### config.mk
export PLATFORM = sky130hd
export DESIGN_NAME = reqDecode_flat
export DESIGN_NICKNAME = d
export VERILOG_FILES = /design/src/hw/cacheGeomPkg.sv /design/src/hw/cacheMsgPkg.sv /design/src/hw/cacheIfs.sv /design/src/hw/reqDecode.sv /design/src/flat_wrapper.sv
export SDC_FILE = /design/constraint.sdc
export NUM_CORES = 1
export LEC_CHECK = 0
export ABC_CLOCK_PERIOD_IN_PS = 2000
export BUFFER_PORTS_ARGS = -buffer_cell sky130_fd_sc_hd__buf_2
export CORE_MARGIN = 3
export CORE_UTILIZATION = 50
export DETAILED_ROUTE_END_ITERATION = 10
export GPL_TIMING_DRIVEN = 0
export PLACE_DENSITY_LB_ADDON = 0.15
export SYNTH_ARGS = -nofsm -noshare
export SYNTH_HDL_FRONTEND = slang
export SYNTH_SLANG_ARGS = --single-unit
### constraint.sdc
create_clock -name clk -period 2 [get_ports clk]
set_input_delay 0.5 -clock clk [delete_from_list [all_inputs] [get_ports clk]]
set_output_delay 0.5 -clock clk [all_outputs]
set_load 0.02 [all_outputs]
### src/hw/cacheGeomPkg.sv
`default_nettype none

package cacheGeomPkg;

  localparam int ADDR_WIDTH     = 12;
  localparam int OFFSET_WIDTH   = 4;
  localparam int INDEX_WIDTH    = 3;
  localparam int TAG_WIDTH      = ADDR_WIDTH - INDEX_WIDTH - OFFSET_WIDTH;
  localparam int WORDS_PER_LINE = 4;
  localparam int MEM_WORDS      = 1024;

  typedef struct packed {
    logic [TAG_WIDTH-1:0]    tag;
    logic [INDEX_WIDTH-1:0]  index;
    logic [OFFSET_WIDTH-1:0] offset;   // byte offset, upper two bits pick the word.
  } cacheAddr_t;

  typedef union packed {
    logic [ADDR_WIDTH-1:0] raw;
    cacheAddr_t            fields;
  } cacheAddr_u;

  typedef logic [$clog2(WORDS_PER_LINE)-1:0] wordIdx_t;

endpackage

`default_nettype wire

### src/hw/cacheMsgPkg.sv
`default_nettype none

package cacheMsgPkg;

  import cacheGeomPkg::*;

  typedef struct packed {
    logic        write;
    cacheAddr_u  addr;
    logic [31:0] wdata;
  } cacheReq_t;

  typedef struct packed {
    logic [31:0] data;
    logic        hit;
  } cacheRsp_t;

endpackage

`default_nettype wire

### src/hw/cacheIfs.sv
`timescale 1ns/10ps
`default_nettype none

// ~~~~~~~~~~~~~~~~~~~~~~~~~~~~~~
// request path into the line FSM
// ~~~~~~~~~~~~~~~~~~~~~~~~~~~~~~
interface cacheReqIf
  import cacheMsgPkg::*;
();

  logic      valid;
  cacheReq_t req;
  logic      ready;   // high only while the FSM is idle.

  modport issuer (
    output valid,
    output req,
    input  ready
  );

  modport taker (
    input  valid,
    input  req,
    output ready
  );

endinterface


`default_nettype wire

### src/hw/reqDecode.sv
`timescale 1ns/10ps
`default_nettype none

module reqDecode
  import cacheGeomPkg::*, cacheMsgPkg::*;
#(
  parameter int FIFO_DEPTH = 4
) (
  input  wire logic                  clk,
  input  wire logic                  rst_n,
  input  wire logic                  reqValid,
  input  wire logic                  reqWrite,
  input  wire logic [ADDR_WIDTH-1:0] reqAddr,
  input  wire logic [31:0]           reqWdata,
  output logic                       reqCredit,
  cacheReqIf.issuer                  issue
);

  localparam int PTR_WIDTH = $clog2(FIFO_DEPTH);

  cacheReq_t            fifo [FIFO_DEPTH];
  cacheReq_t            pushEntry;
  logic [PTR_WIDTH:0]   wrPtr;
  logic [PTR_WIDTH:0]   rdPtr;
  logic                 empty;
  logic                 full;
  logic                 pop;

  assign pushEntry.write    = reqWrite;
  assign pushEntry.addr.raw = reqAddr;
  assign pushEntry.wdata    = reqWdata;

  assign empty = (wrPtr == rdPtr);
  assign full  = (wrPtr[PTR_WIDTH] != rdPtr[PTR_WIDTH]) &&
                 (wrPtr[PTR_WIDTH-1:0] == rdPtr[PTR_WIDTH-1:0]);

  assign issue.valid = !empty;
  assign issue.req   = fifo[rdPtr[PTR_WIDTH-1:0]];
  assign pop         = issue.valid && issue.ready;

  always_ff @(posedge clk or negedge rst_n) begin
    if (!rst_n) begin
      wrPtr     <= '0;
      rdPtr     <= '0;
      reqCredit <= 1'b0;
    end else begin
      if (reqValid) wrPtr <= wrPtr + 1'b1;
      if (pop) rdPtr <= rdPtr + 1'b1;
      reqCredit <= pop;   // credit returns one cycle after the pop.
    end
  end

  always_ff @(posedge clk) begin
    if (reqValid) fifo[wrPtr[PTR_WIDTH-1:0]] <= pushEntry;
  end

  // the requester spent a credit it did not hold.
  noPushWhenFull: assert property (@(posedge clk) disable iff (!rst_n) reqValid |-> !full)
    else $error("request pushed into a full FIFO, credit violation");

endmodule

`default_nettype wire

### src/flat_wrapper.sv
// flat-port wrapper written by rule: the top's interface ports become plain ports
module reqDecode_flat import cacheGeomPkg::*, cacheMsgPkg::*;
#(
  parameter int FIFO_DEPTH = 4
)
  (clk, rst_n, reqValid, reqWrite, reqAddr, reqWdata, reqCredit, issue_valid, issue_req, issue_ready);
  cacheReqIf issue_i ();
  input  wire logic clk;
  input  wire logic rst_n;
  input  wire logic reqValid;
  input  wire logic reqWrite;
  input  wire logic [ADDR_WIDTH-1:0] reqAddr;
  input  wire logic [31:0] reqWdata;
  output logic reqCredit;
  output wire logic [$bits(issue_i.valid)-1:0] issue_valid;
  output wire logic [$bits(issue_i.req)-1:0] issue_req;
  input wire logic [$bits(issue_i.ready)-1:0] issue_ready;
  assign issue_valid = issue_i.valid;
  assign issue_req = issue_i.req;
  assign issue_i.ready = issue_ready;
  reqDecode #(.FIFO_DEPTH(FIFO_DEPTH)) u_core (.clk(clk), .rst_n(rst_n), .reqValid(reqValid), .reqWrite(reqWrite), .reqAddr(reqAddr), .reqWdata(reqWdata), .reqCredit(reqCredit), .issue(issue_i));
endmodule
==> run_results.csv <==
group,metric,value,unit
power,p_comb_frac,0.340,
status,violations,"negative setup slack",
setup_path,critPathKind,"flip-flop to output pin",
drt,drt_iter0_drc,199,
grt,grt_start_max_net_pins,47,
synthesis,syn_area,0.006979,mm^2
drt,drc_errors,0,
cells_and_area,seq_area,0.005583,mm^2
flow_run,cap_violations,0,
floorplanning,die_y,124.1,um
cells_and_area,multiInputGateArea,0.001292,mm^2
synthesis,yosys_warnings,0,
place,dp_slack,-0.1370,ns
power,power.switching,4.044,mW
clock_tree,cts_buffers,17,
setup_path,end_kind,"output pin",
timing,tightest_slew,0.7206,ns
cells_and_area,fillerInstances,985,
power,leakage,2.970,nW
clock_tree,clockRootBuffer,"clkbuf_16",
timing,final_max_slew_viol_count,0,
clock_tree,cts_buffer_depth,2,
timing,fin_hold_ws,0.2895,ns
power,p_seq_frac,0.401,
synthesis,ys_types,22,
drt,via_per_inst,5.342,
synthesis,synth_seq_area_share,0.7996,
timing,slew_headroom,0.5196,
floorplanning,dieWidth,124.1,um
timing,setup_viol,45,
status,status,"finished, violations left",
setup_path,rr_endpoint,"u_core.fifo[2][27]$_DFFE_PP_",
grt,grt_usage,0.1706,
setup_path,startpoint,"u_core.rdPtr[0]$_DFFE_PN0P_",
grt,grt_overflow,0,
setup_path,crit_path_end,"issue_req[3]",
timing,final.setup.worst_slack,-0.3230,ns
floorplanning,rows,42,
cells_and_area,area_growth,21.93,%
clock_tree,cts_sinks,187,
drt,wl_per_cell,20.67,um
cells_and_area,drive_above_1_share,0.4769,
setup_path,cp-start-kind,"flip-flop",
floorplanning,dieArea,0.01541,mm^2
setup_path,rr_worst_depth,3,
setup_path,timing.rr.start,"u_core.wrPtr[0]$_DFFE_PN0P_",
place,gp_congestion,0.7413,
grt,antenna_found_initial,0,
timing,fmax,430.5,MHz
power,p_int,9.367,mW
clock_tree,clkTransAtPathRegs,0.06,ns
clock_tree,cts-htree-levels,4,
synthesis,avgSynthCellArea,25.29,um^2
place,io_buffers,95,
worst_hold_path,holdCritStartpoint,"reqWdata[26]",
power,ir_drop,1.170,mV
grt,grt_pass1_wl,18.37,mm
worst_hold_path,min_path_type,"input port to flip-flop",
power,power_switching_share,0.3016,
power,power_density,1576,mW/mm^2
drt,routed_wl,12.14,mm
floorplanning,io_pins,96,
floorplanning,start_util,0.5188,
synthesis,synth_seq_cells,187,
drt,drt_pass1_iterations,4,
setup_path,critPathRequiredTime,1.50,ns
drt,ant_nets,0,
synthesis,syn_nets,330,
cells_and_area,diodes,0,
grt,grt_pass1_vias,3364,
place,dp_hpwl,6.861,mm
clock_tree,clkLatencyLatePin,0.42,ns
power,pwr-share-clk,0.258,
timing,grt_setup_unrepaired,"true",
clock_tree,tritoncts,"built",
drt,num_vias,3136,
floorplanning,core_region_area,0.01345,mm^2
timing,fin_crit_sh,1.162,
timing,fin_skew,0.008636,ns
setup_path,cp_max_fo,5,
timing,hold_viol_final,0,
setup_path,r2r_setup_slack,0.24,ns
setup_path,arrival,1.82,ns
cells_and_area,final_nets,452,
synthesis,synth_cells,276,
timing,period_minus_slack,2.323,ns
-- what timing repair did --
action,in CTS,in global routing
endpoints found under the setup margin,227,45
cloned,1,0
gates resized for setup,22,33
buffers inserted,5,2
endpoints found under the hold margin,7,0
hold buffers,1,0
pin swaps,1,0
-- cells in the mapped netlist --
cell type	number	area [um^2]
a31oi_1	1	6.260
nor2_1	2	7.510
o21ai_0	2	10.01
mux4_2	39	878.3
nand3_1	3	15.01
xnor2_1	3	26.28
mux4_1	6	157.7
and2_1	5	31.28
edfxtp_1	180	5405
a31oi_2	1	12.51
nand2_1	1	3.750
dfrtp_1	7	175.2
a21o_1	2	15.01
buf_12	4	80.08
buf_2	5	25.02
xor2_1	3	26.28
buf_6	1	11.26
nand2b_1	1	6.260
inv_1	3	11.26
nor3b_1	1	7.510
a21oi_1	1	5.000
ha_1	5	62.56
-- how the worst min path moves through the flow --
| stage | to | slack [ns] | cells after the start |
|---|---|---|---|
| after floorplan | u_core.rdPtr[0]$_DFFE_PN0P_ | 0.20 | 0 |
| after global placement | u_core.reqCredit$_DFF_PN0_ | 0.34 | 1 |
| after detailed placement | u_core.rdPtr[2]$_DFFE_PN0P_ | 0.34 | 1 |
| after CTS | u_core.fifo[1][26]$_DFFE_PP_ | 0.26 | 1 |
| after global routing | u_core.fifo[3][26]$_DFFE_PP_ | 0.27 | 1 |
| final | u_core.fifo[1][26]$_DFFE_PP_ | 0.29 | 1 |
-- power by group through the flow --
stage | Sequential (mW) | Combinational (mW) | Clock, mW
floorplan | 5.36 | 2.90 | 0
global placement | 5.39 | 4.04 | 0
detailed placement | 5.44 | 4.08 | 0
CTS | 5.39 | 4.47 | 3.55
global route | 5.44 | 4.90 | 3.68
finish | 5.38 | 4.56 | 3.47
-- flip-flops by register name, indices dropped and copies added (netlist names) --
signal            cells
u_core.fifo         180
u_core.rdPtr          3
u_core.wrPtr          3
u_core.reqCredit      1
-- kinds of logic (layout without fill, tap and decap cells) --
| logic type | count (synthesis) | after routing | share of synthesized area |
|---|---|---|---|
| xor+xnor | 6 | 6 | 0.007531 |
| mux | 45 | 45 | 0.1484 |
| flops | 187 | 187 | 0.7996 |
| fa+ha+maj | 5 | 5 | 0.008964 |
| buf+inv | 13 | 148 | 0.01829 |
| compound gates | 7 | 7 | 0.006991 |
| simple gates | 13 | 13 | 0.01022 |
-- metrics by stage --
stage | TNS (ns) | utilization | instance area [um^2] | instances | total power [mW]
floorplan | 0 | - | 6984 | 276 | 8.261
global placement | -22.85 | 0.5709 | 7680 | 547 | 9.428
detailed placement | -22.98 | 0.5709 | 7680 | 547 | 9.519
CTS | -16.09 | 0.6288 | 8459 | 586 | 13.41
global route | -15.83 | 0.6325 | 8509 | 587 | 14.02
finish | -12.77 | 0.6325 | 8509 | 587 | 13.41
-- cells in the final DEF (no fill, tap or decap), types with 2 or more instances in the layout --
cell          n
edfxtp_1    180
buf_2        83
mux4_2       45
buf_6        17
clkbuf_16    17
buf_12        6
buf_4         6
ha_1          5
dfrtp_1       5
and2_4        4
bufinv_16     4
inv_1         3
nand3_1       3
xor2_1        3
inv_6         3
xnor2_2       2
a21o_1        2
o21ai_0       2
nor2_1        2
clkinvlp_4    2
clkinv_4      2
clkinv_1      2
dfrtp_2       2
-- per-layer routing --
metal | global-route usage | vias to the layer above | wire length [um]
li1 | - | 1421 | -
met1 | 0.2106 | 1614 | 4959
met2 | 0.2777 | 81 | 6177
met3 | 0.05949 | 20 | 747
met4 | 0.07050 | 0 | 251
met5 | 0 | - | 0
-- final cells by class --
| type | count | share of cell area |
|---|---|---|
| tap | 176 | 0.02588 |
| multi-input combinational | 76 | 0.1519 |
| inverter | 3 | 0.001323 |
| sequential | 187 | 0.6561 |
| clock inverter | 14 | 0.02250 |
| clock buffer | 18 | 0.05043 |
| buffer | 10 | 0.01750 |
| timing repair buffer | 103 | 0.07440 |
-- critical path, stage by stage (launching register included) --
cell and delay [ns]:
dfrtp_2 0.43, buf_12 0.15, buf_4 0.13, buf_6 0.11
mux4_2 0.43, buf_6 0.15
Power figures use the tool's default switching activity.
