==> config.mk <==
export PLATFORM = sky130hd
export DESIGN_NAME = rspResult_flat
export DESIGN_NICKNAME = d
export VERILOG_FILES = /design/src/hw/cacheGeomPkg.sv /design/src/hw/cacheMsgPkg.sv /design/src/hw/cacheIfs.sv /design/src/hw/rspResult.sv /design/src/flat_wrapper.sv
export SDC_FILE = /design/constraint.sdc
export NUM_CORES = 1
export LEC_CHECK = 0
export BUFFER_PORTS_ARGS = -buffer_cell sky130_fd_sc_hd__buf_4
export CAP_MARGIN = 5
export CORE_ASPECT_RATIO = 1.2
export CORE_UTILIZATION = 38
export CTS_CLUSTER_DIAMETER = 40
export DETAILED_ROUTE_END_ITERATION = 8
export PLACE_DENSITY = 0.8
export SLEW_MARGIN = 20
export SYNTH_ARGS = -nofsm -noshare
export SYNTH_HDL_FRONTEND = slang
export SYNTH_SLANG_ARGS = --single-unit
==> constraint.sdc <==
create_clock -name clk -period 0.8 [get_ports clk]
set_clock_uncertainty 0.05 [all_clocks]
set_input_delay 0.04 -clock clk [delete_from_list [all_inputs] [get_ports clk]]
set_output_delay 0.04 -clock clk [all_outputs]
set_load 0.005 [all_outputs]
==> src/hw/cacheGeomPkg.sv <==
`default_nettype none

package cacheGeomPkg;

  localparam int ADDR_WIDTH     = 12;
  localparam int OFFSET_WIDTH   = 4;
  localparam int INDEX_WIDTH    = 3;
  localparam int TAG_WIDTH      = ADDR_WIDTH - INDEX_WIDTH - OFFSET_WIDTH;
  localparam int WORDS_PER_LINE = 4;
  localparam int MEM_WORDS      = 1024;

  typedef struct packed {
    logic [TAG_WIDTH-1:0]    tag;
    logic [INDEX_WIDTH-1:0]  index;
    logic [OFFSET_WIDTH-1:0] offset;   // byte offset, upper two bits pick the word.
  } cacheAddr_t;

  typedef union packed {
    logic [ADDR_WIDTH-1:0] raw;
    cacheAddr_t            fields;
  } cacheAddr_u;

  typedef logic [$clog2(WORDS_PER_LINE)-1:0] wordIdx_t;

endpackage

`default_nettype wire

==> src/hw/cacheMsgPkg.sv <==
`default_nettype none

package cacheMsgPkg;

  import cacheGeomPkg::*;

  typedef struct packed {
    logic        write;
    cacheAddr_u  addr;
    logic [31:0] wdata;
  } cacheReq_t;

  typedef struct packed {
    logic [31:0] data;
    logic        hit;
  } cacheRsp_t;

endpackage

`default_nettype wire

==> src/hw/cacheIfs.sv <==
`timescale 1ns/10ps
`default_nettype none


// ~~~~~~~~~~~~~~~~~~~~~~~~~~~~~~
// completed access, no stall
// ~~~~~~~~~~~~~~~~~~~~~~~~~~~~~~
interface cacheRspIf;

  logic        done;    // one-cycle pulse per finished access.
  logic        write;
  logic [31:0] data;
  logic        hit;

  modport producer (
    output done,
    output write,
    output data,
    output hit
  );

  modport consumer (
    input done,
    input write,
    input data,
    input hit
  );

endinterface

`default_nettype wire

==> src/hw/rspResult.sv <==
`timescale 1ns/10ps
`default_nettype none

module rspResult
  import cacheMsgPkg::*;
(
  input  wire logic   clk,
  input  wire logic   rst_n,
  cacheRspIf.consumer done,
  output logic        rspValid,
  output logic [31:0] rspData,
  output logic        rspHit
);

  cacheRsp_t rspReg;

  assign rspData = rspReg.data;
  assign rspHit  = rspReg.hit;

  always_ff @(posedge clk or negedge rst_n) begin
    if (!rst_n) rspValid <= 1'b0;
    else rspValid <= done.done;
  end

  always_ff @(posedge clk) begin
    if (done.done) begin
      rspReg.data <= done.write ? '0 : done.data;   // writes answer with zero.
      rspReg.hit  <= done.hit;
    end
  end

  // one response per done pulse, never stretched.
  singleRsp: assert property (@(posedge clk) disable iff (!rst_n)
    rspValid |=> !rspValid)
    else $error("response held longer than one done pulse");

endmodule

`default_nettype wire

==> src/flat_wrapper.sv <==
// flat-port wrapper written by rule: the top's interface ports become plain ports
module rspResult_flat import cacheMsgPkg::*;
  (clk, rst_n, rspValid, rspData, rspHit, done_done, done_write, done_data, done_hit);
  cacheRspIf done_i ();
  input  wire logic clk;
  input  wire logic rst_n;
  output logic rspValid;
  output logic [31:0] rspData;
  output logic rspHit;
  input wire logic [$bits(done_i.done)-1:0] done_done;
  input wire logic [$bits(done_i.write)-1:0] done_write;
  input wire logic [$bits(done_i.data)-1:0] done_data;
  input wire logic [$bits(done_i.hit)-1:0] done_hit;
  assign done_i.done = done_done;
  assign done_i.write = done_write;
  assign done_i.data = done_data;
  assign done_i.hit = done_hit;
  rspResult u_core (.clk(clk), .rst_n(rst_n), .done(done_i), .rspValid(rspValid), .rspData(rspData), .rspHit(rspHit));
endmodule
==> results.yml, run 1 <==
run_status:
  outcome: "finished, violations left"
  violations: "setup timing"
synth:
  synth_seq_cells: 34
  synthSimpleGateAreaFrac: 0.162
  synth_top_family_by_area: "simple AND/OR/NAND/NOR gates"
  synth_cell_types: 4
  synth_fa_ha_area_frac: 0
  synth.top_cell.area_share: 0.800
  syn-instance-count: 69
  synth_area_per_cell_sq_um: 18.0
  synth-compound-area-share: 0
  yosysSeqAreaShare: 0.820
  yosysWarnings: 0
  yosysTopAreaCell: "edfxtp_1"
  syn_area_sq_um: 1240
  synth_mux_area_frac: 0
  synth_fp_nets: 106
  synthXorXnorAreaFrac: 0
  netlist_top_cells_area: "edfxtp_1, nor2b_1, dfrtp_1, buf_4"
place:
  dp.final_hpwl_microns: 1840
  gp_congestion: 0.681
  dp.cells: 174
  pre_cts_ws_ns: 0.0546
  placed_area_sq_um: 1830
  portBuffers: 70
power_and_ir_drop:
  p_per_area_nw_per_um2: 1900
  peakVddDrop_mv: 1.72
  leakagePower_nw: 0.993
  p_total_mw: 4.44
worst_setup_path:
  crit_required_ns: 0.71
  crit_path_max_fanout: 1
  cpLargestDelayFamily: "flip-flops"
  cp_num_buf_inv: 1
  slowest_stage: "edfxtp_1"
  path_cells: "buf_4"
  criticalPathCategory: "flip-flop to output pin"
  arrival_ns: 0.91
  end_kind: "output pin"
  cp-start-kind: "flip-flop"
  setup.worst_path.start: "u_core.rspData[17]"
  worst_path_largest_cell_delay_ns: 0.41
final_layout:
  drive_above_1_share: 0.440
  area_growth_syn_to_layout_pct: 88.7
  finalNetCount: 218
  fillCellCount: 194
  design_area_sq_um: 2340
  finalNonFillerCells: 218
  n_antenna_cell: 0
clock_tree:
  cts_buffers: 5
  clk_pin_slew_ns: 0.11
  postCtsSetupBuffers: 0
  cts_htree_levels: 2
  root_buffer: "clkbuf_4"
  cts_sinks: 34
  cts_tree: "built"
  cts_buffer_depth: 2
timing:
  worst_pin_slew_ns: 0.312
  fin_crit_sh: 1.25
  slew_headroom: 0.792
  hold_viol_final: 0
  finalMaxSlewViolations: 0
  setup_viol: 38
  grt_setup_unrepaired: "yes"
  fin_crit_ns: 0.999
  layout_setup_ws_ns: -0.199
  fmax_mhz: 1000
die:
  die_h_microns: 64.5
  coreArea_sq_um: 3080
  die_area_sq_um: 3490
  io_pins: 71
  initial_core_util: 0.402
  rows: 22
  die_w_microns: 54.1
job:
  cap_violations: 0
detailed_routing:
  wl_microns: 3010
  routed_via_density: 4.46
  num_vias: 973
  first_iter_violations: 38
  drtPass1Iterations: 4
  drc: 0
  ant_nets: 0
  wl_per_cell_microns: 13.8
hold_path:
  worstHoldPathType: "input port to flip-flop"
  min_to: "u_core.rspHit"
  worstHoldPathCells: 2
  hold_start: "done_done"
global_route:
  antenna_found_initial: 0
  grt_pass1_vias: 1036
  grt.met3_usage: 0.0798
  use_met1: 0.200
  grt_use_total: 0.198
  grt_start_max_net_pins: 33
  use_met2: 0.325
  grt_remaining_overflow: 0
  busiest_layer: "met2"
  grt_first_pass_wirelength_microns: 4600
-- layer usage --
layer	vias to the layer above	wire, microns	part of all wire
met3	10	201	0.067
met1	455	1020	0.34
met4	0	112	0.037
met2	44	1680	0.56
met5	-	0	0
li1	464	-	-
-- worst max-delay path by stage --
stage,endpoint,cells past startpoint
floorplan,u_core.rspData[0],2
global placement,u_core.rspData[20],2
detailed placement,u_core.rspData[14],2
CTS,rspHit,1
global route,rspData[17],1
finish,rspData[17],1
-- per-stage QoR --
stage | utilization | hold WS [ns] | TNS, ns
after floorplan | - | -0.306 | 0
after global placement | 0.593 | -0.235 | 0
after CTS | 0.747 | 0.0273 | -5.76
after detailed placement | 0.593 | -0.234 | 0
final | 0.758 | 0.0346 | -5.39
after global routing | 0.758 | 0.00885 | -7.36
-- cell families (layout without fill, tap and decap cells) --
family                 count (synthesis)  in the layout
DFF                                   34             34
and+or+nand+nor                       32             32
buffers and inverters                  3            116
-- registers in the layout (all words and copies together) (netlist names) --
signal,cells
u_core.rspData,32
u_core.rspHit,1
u_core.rspValid,1
-- repair_timing --
action / 4_1_cts / 5_1_grt
resized for setup: 1 / 10
cloned: 0 / 0
hold endpoints to repair: 35 / 0
hold buffers: 36 / 0
setup endpoints to repair: 34 / 36
pin swaps: 0 / 0
-- power breakdown --
part | internal, mW | leakage [nW] | total (mW) | switching, mW
sequential | 2.11 | 0.330 | 2.16 | 0.0512
combinational | 0.456 | 0.604 | 0.654 | 0.197
clock | 1.06 | 0.0585 | 1.63 | 0.573
-- cell type report --
class,count,area [sq um],area share
clock buffer,6,51.3,0.0219
clock inverter,2,60.1,0.0257
multi-input combinational,32,200,0.0857
sequential,34,1020,0.435
tap,36,45.0,0.0193
timing repair buffer,108,965,0.413
-- placed cells by master, fill, tap and decap left out --
cell	synthesis	layout
bufinv_16	0	2
clkbuf_4	0	5
buf_4	3	61
buf_6	0	9
nor2b_1	32	32
edfxtp_1	33	33
buf_12	0	2
clkbuf_8	0	1
dfrtp_1	1	1
dlygate4sd3_1	0	34
dlymetal6s4s_1	0	2
-- synth_stat cells --
cell       n
nor2b_1   32
edfxtp_1  33
buf_4      3
dfrtp_1    1
Note: power is estimated with default switching activity, not from simulation.
==> run 2, diff against run 1 <==
--- a/config.mk
+++ b/config.mk
@@ -5,10 +5,11 @@
 export SDC_FILE = /design/constraint.sdc
 export NUM_CORES = 1
 export LEC_CHECK = 0
+export ABC_AREA = 1
 export BUFFER_PORTS_ARGS = -buffer_cell sky130_fd_sc_hd__buf_4
 export CAP_MARGIN = 5
 export CORE_ASPECT_RATIO = 1.2
-export CORE_UTILIZATION = 38
+export CORE_UTILIZATION = 39
 export CTS_CLUSTER_DIAMETER = 40
 export DETAILED_ROUTE_END_ITERATION = 8
 export PLACE_DENSITY = 0.8
==> results.yml, run 2 <==
synth:
  synth_seq_cells: 34
  yosysSeqAreaShare: 0.788
  synth_area_per_cell_sq_um: 12.8
  synth_edf_count: 33
  yosys-top-cells-count: "edfxtp_1, inv_1, nor2_1"
  synth.top_cell.area_share: 0.768
  yosysWarnings: 0
  syn_area_sq_um: 1290
  netlist_top_cells_area: "edfxtp_1, inv_1, nor2_1, buf_6, dfrtp_1"
  async_flop_share: 0.0294
  yosysTopAreaCell: "edfxtp_1"
  synth_cell_types: 5
  yosys_most_used_dff: "edfxtp_1"
  syn-instance-count: 101
  synth_most_common_cell: "edfxtp_1"
  synth_fp_nets: 138
global_route:
  antenna_found_initial: 0
  grt_remaining_overflow: 0
  grt_first_pass_wirelength_microns: 4840
  grt_use_total: 0.203
  grt_pass1_vias: 1108
  grt_start_max_net_pins: 33
clock_tree:
  clk_pin_slew_ns: 0.11
  cts_htree_levels: 2
  postCtsSetupBuffers: 0
  cts_sinks: 34
  cts_buffers: 5
  cts_tree: "built"
  root_buffer: "clkbuf_4"
  cts_buffer_depth: 2
detailed_routing:
  drtPass1Iterations: 4
  ant_nets: 0
  drc: 0
  num_vias: 1074
  wl_per_cell_microns: 13.1
  first_iter_violations: 27
  wl_microns: 3280
  routed_via_density: 4.30
timing:
  layout_setup_ws_ns: -0.196
  hold_slack_ns: 0.0323
  worst_pin_slew_ns: 0.306
  finalMaxSlewViolations: 0
  fin_crit_ns: 0.996
  grt_setup_unrepaired: "yes"
  tns_ns: -5.27
  hold_viol_final: 0
  setup_viol: 34
  fin_crit_sh: 1.24
  slew_headroom: 0.796
  fmax_mhz: 1000
die:
  rows: 22
  initial_core_util: 0.415
  die_area_sq_um: 3540
  die_h_microns: 65
  io_pins: 71
  die_w_microns: 54.5
  coreArea_sq_um: 3110
hold_path:
  worstHoldPathType: "input port to flip-flop"
worst_setup_path:
  cp_num_buf_inv: 1
  cp-start-kind: "flip-flop"
  arrival_ns: 0.91
  end_kind: "output pin"
  crit_required_ns: 0.71
  path_cells: "buf_6"
  cpLargestDelayFamily: "flip-flops"
  crit_path_max_fanout: 1
  slowest_stage: "edfxtp_1"
  criticalPathCategory: "flip-flop to output pin"
  worst_path_largest_cell_delay_ns: 0.42
power_and_ir_drop:
  p_total_mw: 4.05
  peakVddDrop_mv: 1.70
  p_per_area_nw_per_um2: 1730
  leakagePower_nw: 1.13
final_layout:
  final_common_cell: "buf_4"
  area_growth_syn_to_layout_pct: 81.9
  n_antenna_cell: 0
  seq_area_sq_um: 1020
  final_cell_mix: "buf_4, dlygate4sd3_1, edfxtp_1"
  fillCellCount: 209
  drive_above_1_share: 0.374
  finalNetCount: 250
  design_area_sq_um: 2350
  largest_register_ffs: 32
  multi_input_area_sq_um: 120
place:
  dp.final_hpwl_microns: 1880
  gp_congestion: 0.668
  placed_area_sq_um: 1870
  portBuffers: 70
  pre_cts_ws_ns: 0.0437
run_status:
  outcome: "finished, violations left"
  violations: "setup timing"
job:
  cap_violations: 0
==> run 2: changes by cell type after synthesis, sizes merged <==
cell,change
inv,+32
nor2,+32
nor2b,-32
==> run 2: metrics by stage <==
stage	std cells	util
after floorplan	101	-
final	250	0.754
after global placement	206	0.600
after detailed placement	206	0.600
after CTS	250	0.742
after global routing	250	0.754
==> run 2: worst paths after layout <==
path / from / end / slack, ns / cells past startpoint
setup / recovery: u_core.rspData[2] / rspData[2] / -0.20 / 1
hold / removal: done_done / u_core.rspData[29] / 0.03 / 2
max in group asynchronous: rst_n / u_core.rspValid / 0.12 / 3
min in group asynchronous: rst_n / u_core.rspValid / 0.47 / 3
==> run 2: cell families (layout without fill, tap and decap cells) <==
logic type	after synthesis	after routing	synth area share
DFF	34	34	0.788
buffers and inverters	35	148	0.119
and+or+nand+nor	32	32	0.0931
==> run 2: where the power goes <==
group	switching (mW)	internal, mW	total, mW
clock network	0.575	0.647	1.22
registers	0.0507	2.11	2.16
logic	0.225	0.449	0.674
total	0.851	3.20	4.05
==> run 2: layout make-up <==
cell class | count | share of cell area
repair buffers | 108 | 0.412
clock buffers | 5 | 0.0160
inverters | 32 | 0.0512
flip-flops and latches | 34 | 0.433
multi-input cells | 32 | 0.0512
clock inverters | 3 | 0.0171
well taps | 36 | 0.0192
==> run 2: timing repair <==
| action | CTS | global route |
|---|---|---|
| setup endpoints to repair | 34 | 34 |
| cloned | 0 | 0 |
| hold endpoints to repair | 35 | 0 |
| gates resized for setup | 1 | 10 |
| hold buffers | 36 | 0 |
==> run 2: routing by layer <==
| metal | track usage | part of all wire |
|---|---|---|
| met1 | 0.188 | 0.32 |
| met2 | 0.364 | 0.58 |
| met3 | 0.0610 | 0.059 |
| met4 | 0.125 | 0.041 |
| met5 | 0 | 0 |
